`config.mk`:
```
export PLATFORM = sky130hd
export DESIGN_NAME = axi_read_interconnect
export DESIGN_NICKNAME = d
export VERILOG_FILES = /design/src/hw/axi_ic_pkg.sv /design/src/hw/weighted_rr_arbiter.sv /design/src/hw/ar_slave_arbiter.sv /design/src/hw/r_return_router.sv /design/src/hw/axi_read_interconnect.sv
export SDC_FILE = /design/constraint.sdc
export NUM_CORES = 1
export LEC_CHECK = 0
export ABC_AREA = 1
export BUFFER_PORTS_ARGS = -buffer_cell sky130_fd_sc_hd__buf_2
export CELL_PAD_IN_SITES_DETAIL_PLACEMENT = 0
export CELL_PAD_IN_SITES_GLOBAL_PLACEMENT = 2
export CORE_MARGIN = 4
export CORE_UTILIZATION = 24
export DETAILED_ROUTE_END_ITERATION = 12
export PLACE_DENSITY_LB_ADDON = 0.08
export SYNTH_ARGS = -nofsm -noshare
export SYNTH_HDL_FRONTEND = slang
export SYNTH_SLANG_ARGS = --single-unit
export TNS_END_PERCENT = 20
```
`constraint.sdc`:
```
create_clock -name aclk_i -period 3.6 [get_ports aclk_i]
set_input_delay 0 -clock aclk_i [delete_from_list [all_inputs] [get_ports aclk_i]]
set_output_delay 0 -clock aclk_i [all_outputs]
set_load 0.01 [all_outputs]
```
`src/hw/axi_ic_pkg.sv`:
```
package axi_ic_pkg;

    // Bus widths
    localparam int ADDR_W         = 32;
    localparam int DATA_W         = 32;
    localparam int TRANS_ID_W     = 5;
    localparam int MST_IDX_W      = 2;
    localparam int SLV_TRANS_ID_W = TRANS_ID_W + MST_IDX_W;
    localparam int LEN_W          = 3;
    localparam int BURST_W        = 2;
    localparam int SIZE_W         = 3;

    // Address bit that picks slave 0 or slave 1
    localparam int SLV_SEL_BIT    = 30;

    // One weight, one credit counter
    localparam int WEIGHT_W       = 4;

    typedef logic [ADDR_W-1:0]         addr_t;
    typedef logic [DATA_W-1:0]         data_t;
    typedef logic [TRANS_ID_W-1:0]     trans_id_t;
    typedef logic [SLV_TRANS_ID_W-1:0] slv_trans_id_t;
    typedef logic [LEN_W-1:0]          len_t;
    typedef logic [BURST_W-1:0]        burst_t;
    typedef logic [SIZE_W-1:0]         size_t;
    typedef logic [MST_IDX_W-1:0]      mst_idx_t;

    // Slave-side ID is {master index, master transaction ID}
    function automatic slv_trans_id_t make_slv_id(mst_idx_t mst, trans_id_t id);
        return {mst, id};
    endfunction

    function automatic mst_idx_t slv_id_mst(slv_trans_id_t id);
        return id[SLV_TRANS_ID_W-1 -: MST_IDX_W];
    endfunction

    function automatic trans_id_t slv_id_trans(slv_trans_id_t id);
        return id[TRANS_ID_W-1:0];
    endfunction

endpackage

```
`src/hw/weighted_rr_arbiter.sv`:
```
`timescale 1ns/1ns

module weighted_rr_arbiter #(
    parameter int MST_AMT = 4,
    parameter logic [MST_AMT-1:0][axi_ic_pkg::WEIGHT_W-1:0] MST_WEIGHT =
        {4'd1, 4'd2, 4'd3, 4'd5}
) (
    input  logic               aclk_i,
    input  logic               arst_n_i,
    input  logic [MST_AMT-1:0] req_i,
    input  logic               advance_i,
    output logic [MST_AMT-1:0] gnt_o
);

    import axi_ic_pkg::*;

    localparam int PTR_W = (MST_AMT > 1) ? $clog2(MST_AMT) : 1;

    logic [PTR_W-1:0]                   ptr_q;
    logic [PTR_W-1:0]                   ptr_next;
    logic [MST_AMT-1:0][WEIGHT_W-1:0]   credit_q;
    logic [PTR_W-1:0]                   gnt_idx;
    logic                               found;
    logic                               ptr_hit;
    logic                               last_credit;

    // First requester from the pointer upward, wrapping
    always_comb begin
        gnt_idx = ptr_q;
        found   = 1'b0;
        for (int i = 0; i < MST_AMT; i++) begin
            if (!found && req_i[(int'(ptr_q) + i) % MST_AMT]) begin
                found   = 1'b1;
                gnt_idx = PTR_W'((int'(ptr_q) + i) % MST_AMT);
            end
        end
    end

    assign gnt_o       = found ? (MST_AMT'(1) << gnt_idx) : '0;
    assign ptr_hit     = req_i[ptr_q];
    assign last_credit = (credit_q[gnt_idx] <= WEIGHT_W'(1));
    assign ptr_next    = (ptr_q == PTR_W'(MST_AMT - 1)) ? '0 : ptr_q + 1'b1;

    always_ff @(posedge aclk_i or negedge arst_n_i) begin
        if (!arst_n_i) begin
            ptr_q    <= '0;
            credit_q <= MST_WEIGHT;
        end else if (advance_i && found) begin
            for (int i = 0; i < MST_AMT; i++) begin
                if (i == int'(gnt_idx)) begin
                    // Granted master spends one credit, refills when empty
                    if (last_credit) begin
                        credit_q[i] <= MST_WEIGHT[i];
                    end else begin
                        credit_q[i] <= credit_q[i] - 1'b1;
                    end
                end else if (!ptr_hit && i == int'(ptr_q)) begin
                    // Idle pointer master gives up its turn
                    credit_q[i] <= MST_WEIGHT[i];
                end
            end
            if (!ptr_hit || last_credit) begin
                ptr_q <= ptr_next;
            end
        end
    end

endmodule

```
`src/hw/ar_slave_arbiter.sv`:
```
`timescale 1ns/1ns

module ar_slave_arbiter #(
    parameter int MST_AMT = 4,
    parameter int SLV_ID  = 0,
    parameter logic [MST_AMT-1:0][axi_ic_pkg::WEIGHT_W-1:0] MST_WEIGHT =
        {4'd1, 4'd2, 4'd3, 4'd5}
) (
    input  logic                                  aclk_i,
    input  logic                                  arst_n_i,
    // Master side
    input  axi_ic_pkg::trans_id_t [MST_AMT-1:0]   m_arid_i,
    input  axi_ic_pkg::addr_t     [MST_AMT-1:0]   m_araddr_i,
    input  axi_ic_pkg::burst_t    [MST_AMT-1:0]   m_arburst_i,
    input  axi_ic_pkg::len_t      [MST_AMT-1:0]   m_arlen_i,
    input  axi_ic_pkg::size_t     [MST_AMT-1:0]   m_arsize_i,
    input  logic                  [MST_AMT-1:0]   m_arvalid_i,
    output logic                  [MST_AMT-1:0]   gnt_o,
    // Slave side
    input  logic                                  s_arready_i,
    output axi_ic_pkg::slv_trans_id_t             s_arid_o,
    output axi_ic_pkg::addr_t                     s_araddr_o,
    output axi_ic_pkg::burst_t                    s_arburst_o,
    output axi_ic_pkg::len_t                      s_arlen_o,
    output axi_ic_pkg::size_t                     s_arsize_o,
    output logic                                  s_arvalid_o
);

    import axi_ic_pkg::*;

    logic [MST_AMT-1:0] req;
    logic               can_load;
    logic               load;
    mst_idx_t           sel_idx;

    // Output register is free, or the slave takes it this cycle
    assign can_load = !s_arvalid_o || s_arready_i;

    // Only masters addressing this slave, and only when a slot is open
    always_comb begin
        for (int m = 0; m < MST_AMT; m++) begin
            req[m] = can_load && m_arvalid_i[m]
                     && (m_araddr_i[m][SLV_SEL_BIT] == 1'(SLV_ID));
        end
    end

    assign load = |req;

    weighted_rr_arbiter #(
        .MST_AMT    (MST_AMT),
        .MST_WEIGHT (MST_WEIGHT)
    ) wrr0 (
        .aclk_i    (aclk_i),
        .arst_n_i  (arst_n_i),
        .req_i     (req),
        .advance_i (load),
        .gnt_o     (gnt_o)
    );

    // One-hot grant to index
    always_comb begin
        sel_idx = '0;
        for (int m = 0; m < MST_AMT; m++) begin
            if (gnt_o[m]) begin
                sel_idx = mst_idx_t'(m);
            end
        end
    end

    always_ff @(posedge aclk_i or negedge arst_n_i) begin
        if (!arst_n_i) begin
            s_arvalid_o <= 1'b0;
        end else if (can_load) begin
            s_arvalid_o <= load;
        end
    end

    // Request payload, master index goes above the transaction ID
    always_ff @(posedge aclk_i) begin
        if (load) begin
            s_arid_o    <= make_slv_id(sel_idx, m_arid_i[sel_idx]);
            s_araddr_o  <= m_araddr_i[sel_idx];
            s_arburst_o <= m_arburst_i[sel_idx];
            s_arlen_o   <= m_arlen_i[sel_idx];
            s_arsize_o  <= m_arsize_i[sel_idx];
        end
    end

endmodule

```
`src/hw/r_return_router.sv`:
```
`timescale 1ns/1ns

module r_return_router #(
    parameter int MST_AMT = 4,
    parameter int SLV_AMT = 2
) (
    input  logic                                      aclk_i,
    input  logic                                      arst_n_i,
    // Slave side
    input  axi_ic_pkg::slv_trans_id_t [SLV_AMT-1:0]   s_rid_i,
    input  axi_ic_pkg::data_t         [SLV_AMT-1:0]   s_rdata_i,
    input  logic                      [SLV_AMT-1:0]   s_rlast_i,
    input  logic                      [SLV_AMT-1:0]   s_rvalid_i,
    output logic                      [SLV_AMT-1:0]   s_rready_o,
    // Master side
    output axi_ic_pkg::trans_id_t     [MST_AMT-1:0]   m_rid_o,
    output axi_ic_pkg::data_t         [MST_AMT-1:0]   m_rdata_o,
    output logic                      [MST_AMT-1:0]   m_rlast_o,
    output logic                      [MST_AMT-1:0]   m_rvalid_o,
    input  logic                      [MST_AMT-1:0]   m_rready_i
);

    import axi_ic_pkg::*;

    localparam int SLV_IDX_W = (SLV_AMT > 1) ? $clog2(SLV_AMT) : 1;

    logic [MST_AMT-1:0]                  busy_q;
    logic [MST_AMT-1:0][SLV_IDX_W-1:0]   owner_q;
    logic [MST_AMT-1:0][SLV_AMT-1:0]     hit;
    logic [MST_AMT-1:0][SLV_IDX_W-1:0]   sel;
    logic [MST_AMT-1:0]                  act;

    // Which slaves hold a beat for which master
    always_comb begin
        for (int m = 0; m < MST_AMT; m++) begin
            for (int s = 0; s < SLV_AMT; s++) begin
                hit[m][s] = s_rvalid_i[s] && (slv_id_mst(s_rid_i[s]) == mst_idx_t'(m));
            end
        end
    end

    // Open burst keeps its owner, otherwise lowest slave index wins
    always_comb begin
        for (int m = 0; m < MST_AMT; m++) begin
            sel[m] = owner_q[m];
            act[m] = hit[m][owner_q[m]];
            if (!busy_q[m]) begin
                act[m] = |hit[m];
                for (int s = SLV_AMT - 1; s >= 0; s--) begin
                    if (hit[m][s]) begin
                        sel[m] = SLV_IDX_W'(s);
                    end
                end
            end
        end
    end

    always_comb begin
        s_rready_o = '0;
        for (int m = 0; m < MST_AMT; m++) begin
            m_rvalid_o[m] = act[m];
            m_rdata_o[m]  = s_rdata_i[sel[m]];
            m_rid_o[m]    = slv_id_trans(s_rid_i[sel[m]]);
            m_rlast_o[m]  = act[m] && s_rlast_i[sel[m]];
            // Ready back to the forwarding slave only
            if (act[m] && m_rready_i[m]) begin
                s_rready_o[sel[m]] = 1'b1;
            end
        end
    end

    always_ff @(posedge aclk_i or negedge arst_n_i) begin
        if (!arst_n_i) begin
            busy_q  <= '0;
            owner_q <= '0;
        end else begin
            for (int m = 0; m < MST_AMT; m++) begin
                if (act[m] && m_rready_i[m]) begin
                    busy_q[m]  <= !m_rlast_o[m];
                    owner_q[m] <= sel[m];
                end
            end
        end
    end

endmodule

```
`src/hw/axi_read_interconnect.sv`:
```
`timescale 1ns/1ns

module axi_read_interconnect #(
    parameter int MST_AMT = 4,
    parameter int SLV_AMT = 2,
    parameter logic [MST_AMT-1:0][axi_ic_pkg::WEIGHT_W-1:0] MST_WEIGHT =
        {4'd1, 4'd2, 4'd3, 4'd5}
) (
    input  logic                                      aclk_i,
    input  logic                                      arst_n_i,
    // Master AR
    input  axi_ic_pkg::trans_id_t     [MST_AMT-1:0]   m_arid_i,
    input  axi_ic_pkg::addr_t         [MST_AMT-1:0]   m_araddr_i,
    input  axi_ic_pkg::burst_t        [MST_AMT-1:0]   m_arburst_i,
    input  axi_ic_pkg::len_t          [MST_AMT-1:0]   m_arlen_i,
    input  axi_ic_pkg::size_t         [MST_AMT-1:0]   m_arsize_i,
    input  logic                      [MST_AMT-1:0]   m_arvalid_i,
    output logic                      [MST_AMT-1:0]   m_arready_o,
    // Master R
    output axi_ic_pkg::trans_id_t     [MST_AMT-1:0]   m_rid_o,
    output axi_ic_pkg::data_t         [MST_AMT-1:0]   m_rdata_o,
    output logic                      [MST_AMT-1:0]   m_rlast_o,
    output logic                      [MST_AMT-1:0]   m_rvalid_o,
    input  logic                      [MST_AMT-1:0]   m_rready_i,
    // Slave AR
    output axi_ic_pkg::slv_trans_id_t [SLV_AMT-1:0]   s_arid_o,
    output axi_ic_pkg::addr_t         [SLV_AMT-1:0]   s_araddr_o,
    output axi_ic_pkg::burst_t        [SLV_AMT-1:0]   s_arburst_o,
    output axi_ic_pkg::len_t          [SLV_AMT-1:0]   s_arlen_o,
    output axi_ic_pkg::size_t         [SLV_AMT-1:0]   s_arsize_o,
    output logic                      [SLV_AMT-1:0]   s_arvalid_o,
    input  logic                      [SLV_AMT-1:0]   s_arready_i,
    // Slave R
    input  axi_ic_pkg::slv_trans_id_t [SLV_AMT-1:0]   s_rid_i,
    input  axi_ic_pkg::data_t         [SLV_AMT-1:0]   s_rdata_i,
    input  logic                      [SLV_AMT-1:0]   s_rlast_i,
    input  logic                      [SLV_AMT-1:0]   s_rvalid_i,
    output logic                      [SLV_AMT-1:0]   s_rready_o
);

    logic [MST_AMT-1:0] arb0_gnt;
    logic [MST_AMT-1:0] arb1_gnt;

    // A master's address selects one slave, so at most one grant per master
    assign m_arready_o = arb0_gnt | arb1_gnt;

    ar_slave_arbiter #(
        .MST_AMT    (MST_AMT),
        .SLV_ID     (0),
        .MST_WEIGHT (MST_WEIGHT)
    ) arb0 (
        .aclk_i      (aclk_i),
        .arst_n_i    (arst_n_i),
        .m_arid_i    (m_arid_i),
        .m_araddr_i  (m_araddr_i),
        .m_arburst_i (m_arburst_i),
        .m_arlen_i   (m_arlen_i),
        .m_arsize_i  (m_arsize_i),
        .m_arvalid_i (m_arvalid_i),
        .gnt_o       (arb0_gnt),
        .s_arready_i (s_arready_i[0]),
        .s_arid_o    (s_arid_o[0]),
        .s_araddr_o  (s_araddr_o[0]),
        .s_arburst_o (s_arburst_o[0]),
        .s_arlen_o   (s_arlen_o[0]),
        .s_arsize_o  (s_arsize_o[0]),
        .s_arvalid_o (s_arvalid_o[0])
    );

    ar_slave_arbiter #(
        .MST_AMT    (MST_AMT),
        .SLV_ID     (1),
        .MST_WEIGHT (MST_WEIGHT)
    ) arb1 (
        .aclk_i      (aclk_i),
        .arst_n_i    (arst_n_i),
        .m_arid_i    (m_arid_i),
        .m_araddr_i  (m_araddr_i),
        .m_arburst_i (m_arburst_i),
        .m_arlen_i   (m_arlen_i),
        .m_arsize_i  (m_arsize_i),
        .m_arvalid_i (m_arvalid_i),
        .gnt_o       (arb1_gnt),
        .s_arready_i (s_arready_i[1]),
        .s_arid_o    (s_arid_o[1]),
        .s_araddr_o  (s_araddr_o[1]),
        .s_arburst_o (s_arburst_o[1]),
        .s_arlen_o   (s_arlen_o[1]),
        .s_arsize_o  (s_arsize_o[1]),
        .s_arvalid_o (s_arvalid_o[1])
    );

    r_return_router #(
        .MST_AMT (MST_AMT),
        .SLV_AMT (SLV_AMT)
    ) rtr0 (
        .aclk_i     (aclk_i),
        .arst_n_i   (arst_n_i),
        .s_rid_i    (s_rid_i),
        .s_rdata_i  (s_rdata_i),
        .s_rlast_i  (s_rlast_i),
        .s_rvalid_i (s_rvalid_i),
        .s_rready_o (s_rready_o),
        .m_rid_o    (m_rid_o),
        .m_rdata_o  (m_rdata_o),
        .m_rlast_o  (m_rlast_o),
        .m_rvalid_o (m_rvalid_o),
        .m_rready_i (m_rready_i)
    );

endmodule

```
==> results of run 1 <==
[routing by layer]
| layer | global-route usage | up-vias | share of wire | routed length, um |
|---|---|---|---|---|
| met4 | 0.0573 | 0 | 0.023 | 1250 |
| met1 | 0.269 | 6235 | 0.42 | 22700 |
| met5 | 0 | - | 0 | 0 |
| met2 | 0.372 | 531 | 0.49 | 26500 |
| met3 | 0.0581 | 59 | 0.076 | 4130 |
| li1 | - | 6548 | - | - |
[worst max-delay path by stage]
stage | startpoint | endpoint | slack (ns) | cells past startpoint
after floorplan | arb0.wrr0.ptr_q[0]$_DFFE_PN0P_ | arb0.wrr0.credit_q[0]$_DFFE_PN1P_ | 0.58 | 13
after global placement | arb0.wrr0.ptr_q[1]$_DFFE_PN0P_ | arb0.s_arsize_o[0]$_DFFE_PN_ | 0.56 | 15
after detailed placement | arb1.wrr0.ptr_q[1]$_DFFE_PN0P_ | arb1.s_araddr_o[7]$_DFFE_PN_ | 0.52 | 16
after CTS | arb0.wrr0.ptr_q[1]$_DFFE_PN0P_ | arb0.s_araddr_o[0]$_DFFE_PN_ | 0.02 | 16
after global routing | arb0.wrr0.ptr_q[1]$_DFFE_PN0P_ | arb0.s_araddr_o[7]$_DFFE_PN_ | -0.006 | 16
final | arb0.wrr0.ptr_q[1]$_DFFE_PN0P_ | arb0.s_araddr_o[15]$_DFFE_PN_ | 0.29 | 18
[power by group]
part	internal, mW	switching [mW]	leakage, nW
Combinational	5.81	9.82	6.41
Sequential	3.43	0.322	1.50
Clock	1.17	0.806	0.303
[through the flow]
| stage | instances | setup slack [ns] | hold slack (ns) | setup TNS, ns | utilization |
|---|---|---|---|---|---|
| floorplan | 1515 | 0.583 | -0.296 | 0 | - |
| global placement | 2568 | 0.562 | 0.132 | 0 | 0.319 |
| detailed placement | 2568 | 0.525 | 0.129 | 0 | 0.319 |
| CTS | 2819 | 0.0223 | 0.0165 | 0 | 0.384 |
| global route | 2828 | -0.00552 | 0.0802 | -0.00552 | 0.387 |
| finish | 2830 | 0.291 | 0.0390 | 0 | 0.387 |
[cell usage after synthesis]
cell,count,share of area
a21oi_1,59,0.028
a221oi_1,1,0.00083
a31oi_1,9,0.0053
a32oi_1,44,0.036
buf_1,8,0.0028
buf_2,23,0.011
buf_4,20,0.014
buf_6,4,0.0042
clkbuf_1,37,0.013
clkinv_1,1,0.00035
clkinv_2,1,0.00047
dfrtp_1,34,0.080
dfstp_2,12,0.030
edfxtp_1,94,0.27
ha_1,16,0.019
inv_1,118,0.042
inv_2,8,0.0028
inv_4,2,0.0012
inv_6,1,0.00083
nand2_1,435,0.15
nand2_2,6,0.0035
nand2_4,8,0.0085
nand3_1,68,0.032
nand3_2,8,0.0075
nand3_4,2,0.0033
nand4_1,5,0.0029
nor2_1,141,0.050
nor2_2,1,0.00059
nor2_4,4,0.0042
nor2_8,2,0.0038
nor3_1,5,0.0024
nor3_2,1,0.00094
nor3_4,1,0.0015
o211ai_1,3,0.0021
o21a_1,4,0.0028
o21ai_0,250,0.12
o21ai_1,45,0.021
o22ai_1,16,0.0094
or2_2,2,0.0012
xnor2_1,6,0.0049
xor2_1,10,0.0082
[area by class of cell]
class / count / share of cell area
multi-input cells: 1152 / 0.337
repair buffers: 782 / 0.311
flip-flops and latches: 140 / 0.238
well taps: 585 / 0.0437
inverters: 131 / 0.0307
clock buffers: 17 / 0.0254
clock inverters: 15 / 0.0124
diodes: 8 / 0.00119
[kinds of logic (layout without fill, tap and decap cells)]
family                     Yosys count  after routing  share of synthesized area
and+or+nand+nor                    689            689                      0.276
AOI/OAI and AO/OA                  431            431                      0.224
buffers and inverters              223            945                     0.0925
DFF                                140            140                      0.376
adders and majority gates           16             16                     0.0189
xor gates and xnor gates            16             16                     0.0132
other                                0              8                          0
[registers in the layout, summed over array words and instances, names as in the netlist]
signal and flops:
arb0.s_araddr_o 32, arb0.s_arburst_o 2, arb0.s_arid_o 7, arb0.s_arlen_o 3, arb0.s_arsize_o 3, arb0.s_arvalid_o 1, arb0.wrr0.credit_q 16, arb0.wrr0.ptr_q 2
arb1.s_araddr_o 32, arb1.s_arburst_o 2, arb1.s_arid_o 7, arb1.s_arlen_o 3, arb1.s_arsize_o 3, arb1.s_arvalid_o 1, arb1.wrr0.credit_q 16, arb1.wrr0.ptr_q 2
rtr0.busy_q 4, rtr0.owner_q 4
[critical path, cell delays in order (launching register included)]
cell           delay (ns)
dfrtp_2              0.45
inv_2                0.12
ha_2                 0.32
inv_1                0.12
nand2_1              0.06
nand2_1              0.10
nand2_1              0.09
nand2_1              0.07
nand2_1              0.06
nand2_1              0.11
nand2_4              0.11
nor2_4               0.20
inv_4                0.09
buf_6                0.21
nor2_1               0.12
nor2_1               0.05
o21ai_0              0.09
o21ai_1              0.10
dlygate4sd3_1        0.56
[repair_timing]
action,4_1_cts,5_1_grt
endpoints found under the hold margin,122,0
resized for setup,0,19
hold buffers,219,0
buffers inserted,0,2
endpoints found under the setup margin,0,56
==> results.sh, run 1 <==
export IMPL_outcome="finished clean"
export IMPL_multi_input_area_um2=5660
export IMPL_max_vdd_ir_drop_uv=841
export IMPL_timing_rr_start="arb0.wrr0.ptr_q[1]$_DFFE_PN0P_"
export IMPL_grt_usage=0.217
export IMPL_r2r_end="arb0.s_araddr_o[15]$_DFFE_PN_"
export IMPL_ys_ff_latch=140
export IMPL_cts_htree_levels=4
export IMPL_synth_cells=1515
export IMPL_syn_nets=1805
export IMPL_gp_congestion=0.909
export IMPL_skew_ns=0.0105
export IMPL_syn_area_per_cell_um2=7.01
export IMPL_numCtsBuffers=17
export IMPL_critPathRequiredTime_ns=3.80
export IMPL_final_cell_mix="buf_2 (531), nand2_1 (431), o21ai_0 (250)"
export IMPL_cts_tree="built"
export IMPL_core_area_um2=43400
export IMPL_wl_mm=54.7
export IMPL_arrival_ns=3.51
export IMPL_hold_viol_final=0
export IMPL_drc=0
export IMPL_fp_row_count=76
export IMPL_total_power_mw=21.4
export IMPL_r2r_setup_slack_ns=0.29
export IMPL_drt_iter0_markers=1189
export IMPL_grt_pass1_vias=13127
export IMPL_crit_type="flop to flop"
export IMPL_clockBufferDepth=2
export IMPL_grt_first_pass_wirelength_mm=79.7
export IMPL_cts_sinks=140
export IMPL_hpwl_mm=41.4
export IMPL_grt_max_degree=79
export IMPL_vias=13373
export IMPL_grt_overflow_total=0
export IMPL_antenna_found_initial=9
export IMPL_io_buffers=531
export IMPL_drtPass1Iterations=5
export IMPL_worst_skew_pair_late_latency_ns=0.45
export IMPL_ant_nets=0
export IMPL_tightest_slew_ns=0.846
export IMPL_layout_drive_gt1_share=0.297
export IMPL_ys_seq_area_frac=0.376
export IMPL_ios=532
export IMPL_path_clk_slew_ns=0.07
export IMPL_min_path_cells=4
export IMPL_hp_class="input port to flop"
export IMPL_die_h_um=218
export IMPL_die_w_um=218
export IMPL_vias_per_cell=4.73
export IMPL_power_density_nw_per_um2=1270
export IMPL_hold_path_endpoint="rtr0.busy_q[2]$_DFFE_PN0P_"
export IMPL_clock_fmax_mhz=302
export IMPL_cap_viol_max_count=0
export IMPL_area_growth_pct=57.9
export IMPL_post_route_min_period_ns=3.31
export IMPL_netlist_area_um2=10600
export IMPL_dieArea_um2=47700
export IMPL_synth_warnings=0
export IMPL_fillers=4677
export IMPL_critPathMaxFanout=31
export IMPL_slew_viol_final=0
export IMPL_final_common_cell="buf_2"
export IMPL_post_dp_cell_area_um2=13800
export IMPL_fin_crit_sh=0.919
export IMPL_crit_path_end_kind="flop"
export IMPL_p_leak_nw=8.21
export IMPL_root_buffer="clkbuf_16"
export IMPL_fin_nets=2514
export IMPL_rr_worst_depth=18
export IMPL_setup_viol=0
export IMPL_synth_cell_types=41
export IMPL_start_kind="flop"
export IMPL_routedWlPerCell_um=19.3
export IMPL_seqCellArea_um2=3990
export IMPL_hold_path_startpoint="s_rlast_i[0]"
export IMPL_initial_core_util=0.245
export IMPL_fin_area_um2=16800
export IMPL_maxSlewHeadroom=0.434
No activity file was read; power rests on OpenSTA's default activity.
==> inputs of run 2 (changes only) <==
--- a/config.mk
+++ b/config.mk
@@ -6,7 +6,7 @@
 export NUM_CORES = 1
 export LEC_CHECK = 0
 export ABC_AREA = 1
-export BUFFER_PORTS_ARGS = -buffer_cell sky130_fd_sc_hd__buf_2
+export BUFFER_PORTS_ARGS = -buffer_cell sky130_fd_sc_hd__buf_4
 export CELL_PAD_IN_SITES_DETAIL_PLACEMENT = 0
 export CELL_PAD_IN_SITES_GLOBAL_PLACEMENT = 2
 export CORE_MARGIN = 4
==> run 2 against run 1 <==
Compared with the run above:
- utilization up 3.1 points
- maximum frequency shrank 3.7%
- clock power shrank 12%
- worst setup slack lost 0.13 ns
- largest cell class is now buffers
- clock skew up 0.0028 ns
- largest power group unchanged
- flip-flop and latch count unchanged
==> results.sh, run 2 (same netlist as run 1, synthesis figures left out) <==
export IMPL_outcome="finished clean"
export IMPL_grt_pass1_vias=13247
export IMPL_hold_viol_final=0
export IMPL_drtPass1Iterations=6
export IMPL_tightest_slew_ns=0.854
export IMPL_gp_congestion=0.891
export IMPL_hp_class="input port to flop"
export IMPL_cap_viol_max_count=0
export IMPL_path_clk_slew_ns=0.07
export IMPL_hold_path_startpoint="m_arlen_i[11]"
export IMPL_numCtsBuffers=17
export IMPL_top_regs="arb0.s_araddr_o (32), arb1.s_araddr_o (32)"
export IMPL_final_common_cell="buf_4"
export IMPL_fin_nets=2520
export IMPL_ios=532
export IMPL_p_leak_nw=8.61
export IMPL_grt_overflow_total=0
export IMPL_grt_first_pass_wirelength_mm=81.1
export IMPL_maxSlewHeadroom=0.431
export IMPL_initial_core_util=0.245
export IMPL_netSwitchingPower_mw=11.2
export IMPL_crit_path_end_kind="flop"
export IMPL_io_buffers=531
export IMPL_slew_viol_final=0
export IMPL_ant_nets=0
export IMPL_seq_power_share=0.166
export IMPL_p_comb_frac=0.758
export IMPL_p_sw_frac=0.489
export IMPL_fin_tns_setup_ns=0
export IMPL_timing_rr_start="arb1.wrr0.ptr_q[1]$_DFFE_PN0P_"
export IMPL_routedWlPerCell_um=20.0
export IMPL_die_w_um=218
export IMPL_arrival_ns=3.63
export IMPL_vias=13441
export IMPL_cts_sinks=140
export IMPL_fin_crit_sh=0.954
export IMPL_p_clk_frac=0.076
export IMPL_antenna_found_initial=8
export IMPL_vias_per_cell=4.74
export IMPL_crit_start="arb1.wrr0.ptr_q[1]$_DFFE_PN0P_"
export IMPL_crit_type="flop to flop"
export IMPL_clock_fmax_mhz=291
export IMPL_worst_skew_pair_late_latency_ns=0.45
export IMPL_final_cell_mix="buf_4 (544), nand2_1 (433), o21ai_0 (250)"
export IMPL_die_h_um=218
export IMPL_drt_iter0_markers=1131
export IMPL_skew_ns=0.0132
export IMPL_internal_power_mw=11.7
export IMPL_cts_tree="built"
export IMPL_wl_mm=56.5
export IMPL_fp_row_count=76
export IMPL_total_power_mw=22.9
export IMPL_layout_drive_gt1_share=0.290
export IMPL_cts_htree_levels=4
export IMPL_root_buffer="clkbuf_16"
export IMPL_hpwl_mm=41.3
export IMPL_power_density_nw_per_um2=1260
export IMPL_grt_max_degree=96
export IMPL_area_growth_pct=70.7
export IMPL_post_route_min_period_ns=3.43
export IMPL_grt_usage=0.221
export IMPL_dieArea_um2=47700
export IMPL_clockBufferDepth=2
export IMPL_core_area_um2=43400
export IMPL_critPathRequiredTime_ns=3.80
export IMPL_max_vdd_ir_drop_uv=1030
export IMPL_fillers=4545
export IMPL_setup_viol=0
export IMPL_critPathMaxFanout=89
export IMPL_start_kind="flop"
export IMPL_drc=0
==> run 2: cell count changes in the layout (fill, tap and decap cells not counted), moves of 2 or more <==
cell	delta
nand2_2	-2
bufinv_16	-2
buf_6	-2
dlygate4sd3_1	+13
buf_2	-531
nand2_1	+2
buf_4	+523
inv_6	-3
clkinv_1	+5
clkbuf_16	+2
==> run 2: through the flow <==
step	worst slack, ns	util	std cells	hold slack, ns	cell area, um^2
after floorplan	0.583	-	1515	-0.296	10600
after global placement	0.550	0.348	2556	0.0745	15100
after detailed placement	0.534	0.348	2556	0.0740	15100
final	0.165	0.418	2833	0.0478	18100
after global routing	-0.00929	0.418	2831	0.0237	18100
after CTS	0.0579	0.414	2818	0.00818	18000
==> run 2: worst paths after layout <==
path,to,slack [ns],cells past startpoint
min in group asynchronous,arb1.wrr0.credit_q[8]$_DFFE_PN0P_,0.11,2
max reg2reg,arb1.s_araddr_o[12]$_DFFE_PN_,0.17,16
max in group asynchronous,arb0.wrr0.ptr_q[1]$_DFFE_PN0P_,3.02,2
min reg2reg,arb1.wrr0.credit_q[12]$_DFFE_PN1P_,0.46,2
max,arb1.s_araddr_o[12]$_DFFE_PN_,0.17,16
min,arb1.s_arlen_o[2]$_DFFE_PN_,0.05,3
==> run 2: worst max-delay path, cell delays in order (launching register included) <==
cell and delay [ns]:
dfrtp_2 0.45, clkinvlp_4 0.14, ha_2 0.33, inv_1 0.12
nand3_1 0.10, nand2_2 0.11, nand2_4 0.09, nor2_8 0.13
nand2_4 0.09, nand2_4 0.11, nand2_4 0.09, nor2_4 0.17
clkinv_2 0.09, buf_12 0.19, nand2_1 0.15, a32oi_1 0.10
dlygate4sd3_1 0.59
==> run 2: layout make-up <==
type,count,area (um^2),area share
antenna,7,17.5,0.000966
clock buffer,17,425,0.0235
clock inverter,13,125,0.00690
inverter,131,513,0.0283
multi-input combinational,1152,5660,0.312
sequential,140,3990,0.220
tap,585,732,0.0404
timing repair buffer,788,6660,0.368
==> run 2: power by group through the flow <==
stage | clock network (mW) | logic [mW] | registers [mW]
floorplan | 0 | 8.76 | 4.05
global placement | 0 | 14.6 | 3.80
detailed placement | 0 | 14.6 | 3.82
CTS | 1.82 | 16.8 | 3.79
global route | 1.88 | 19.0 | 3.87
finish | 1.75 | 17.3 | 3.79
==> run 2: timing repair <==
item                                    in CTS  in global routing
hold buffers                               232                  0
buffers inserted                             0                  5
endpoints found under the hold margin      146                  0
endpoints found under the setup margin       0                 86
resized for setup                            0                 13
==> run 2: layer usage <==
| layer | up-vias | part of all wire | global-route usage |
|---|---|---|---|
| met3 | 67 | 0.073 | 0.0596 |
| met4 | 2 | 0.026 | 0.0670 |
| met5 | - | 0.00023 | 0 |
| li1 | 6566 | - | - |
| met1 | 6279 | 0.41 | 0.267 |
| met2 | 527 | 0.49 | 0.382 |
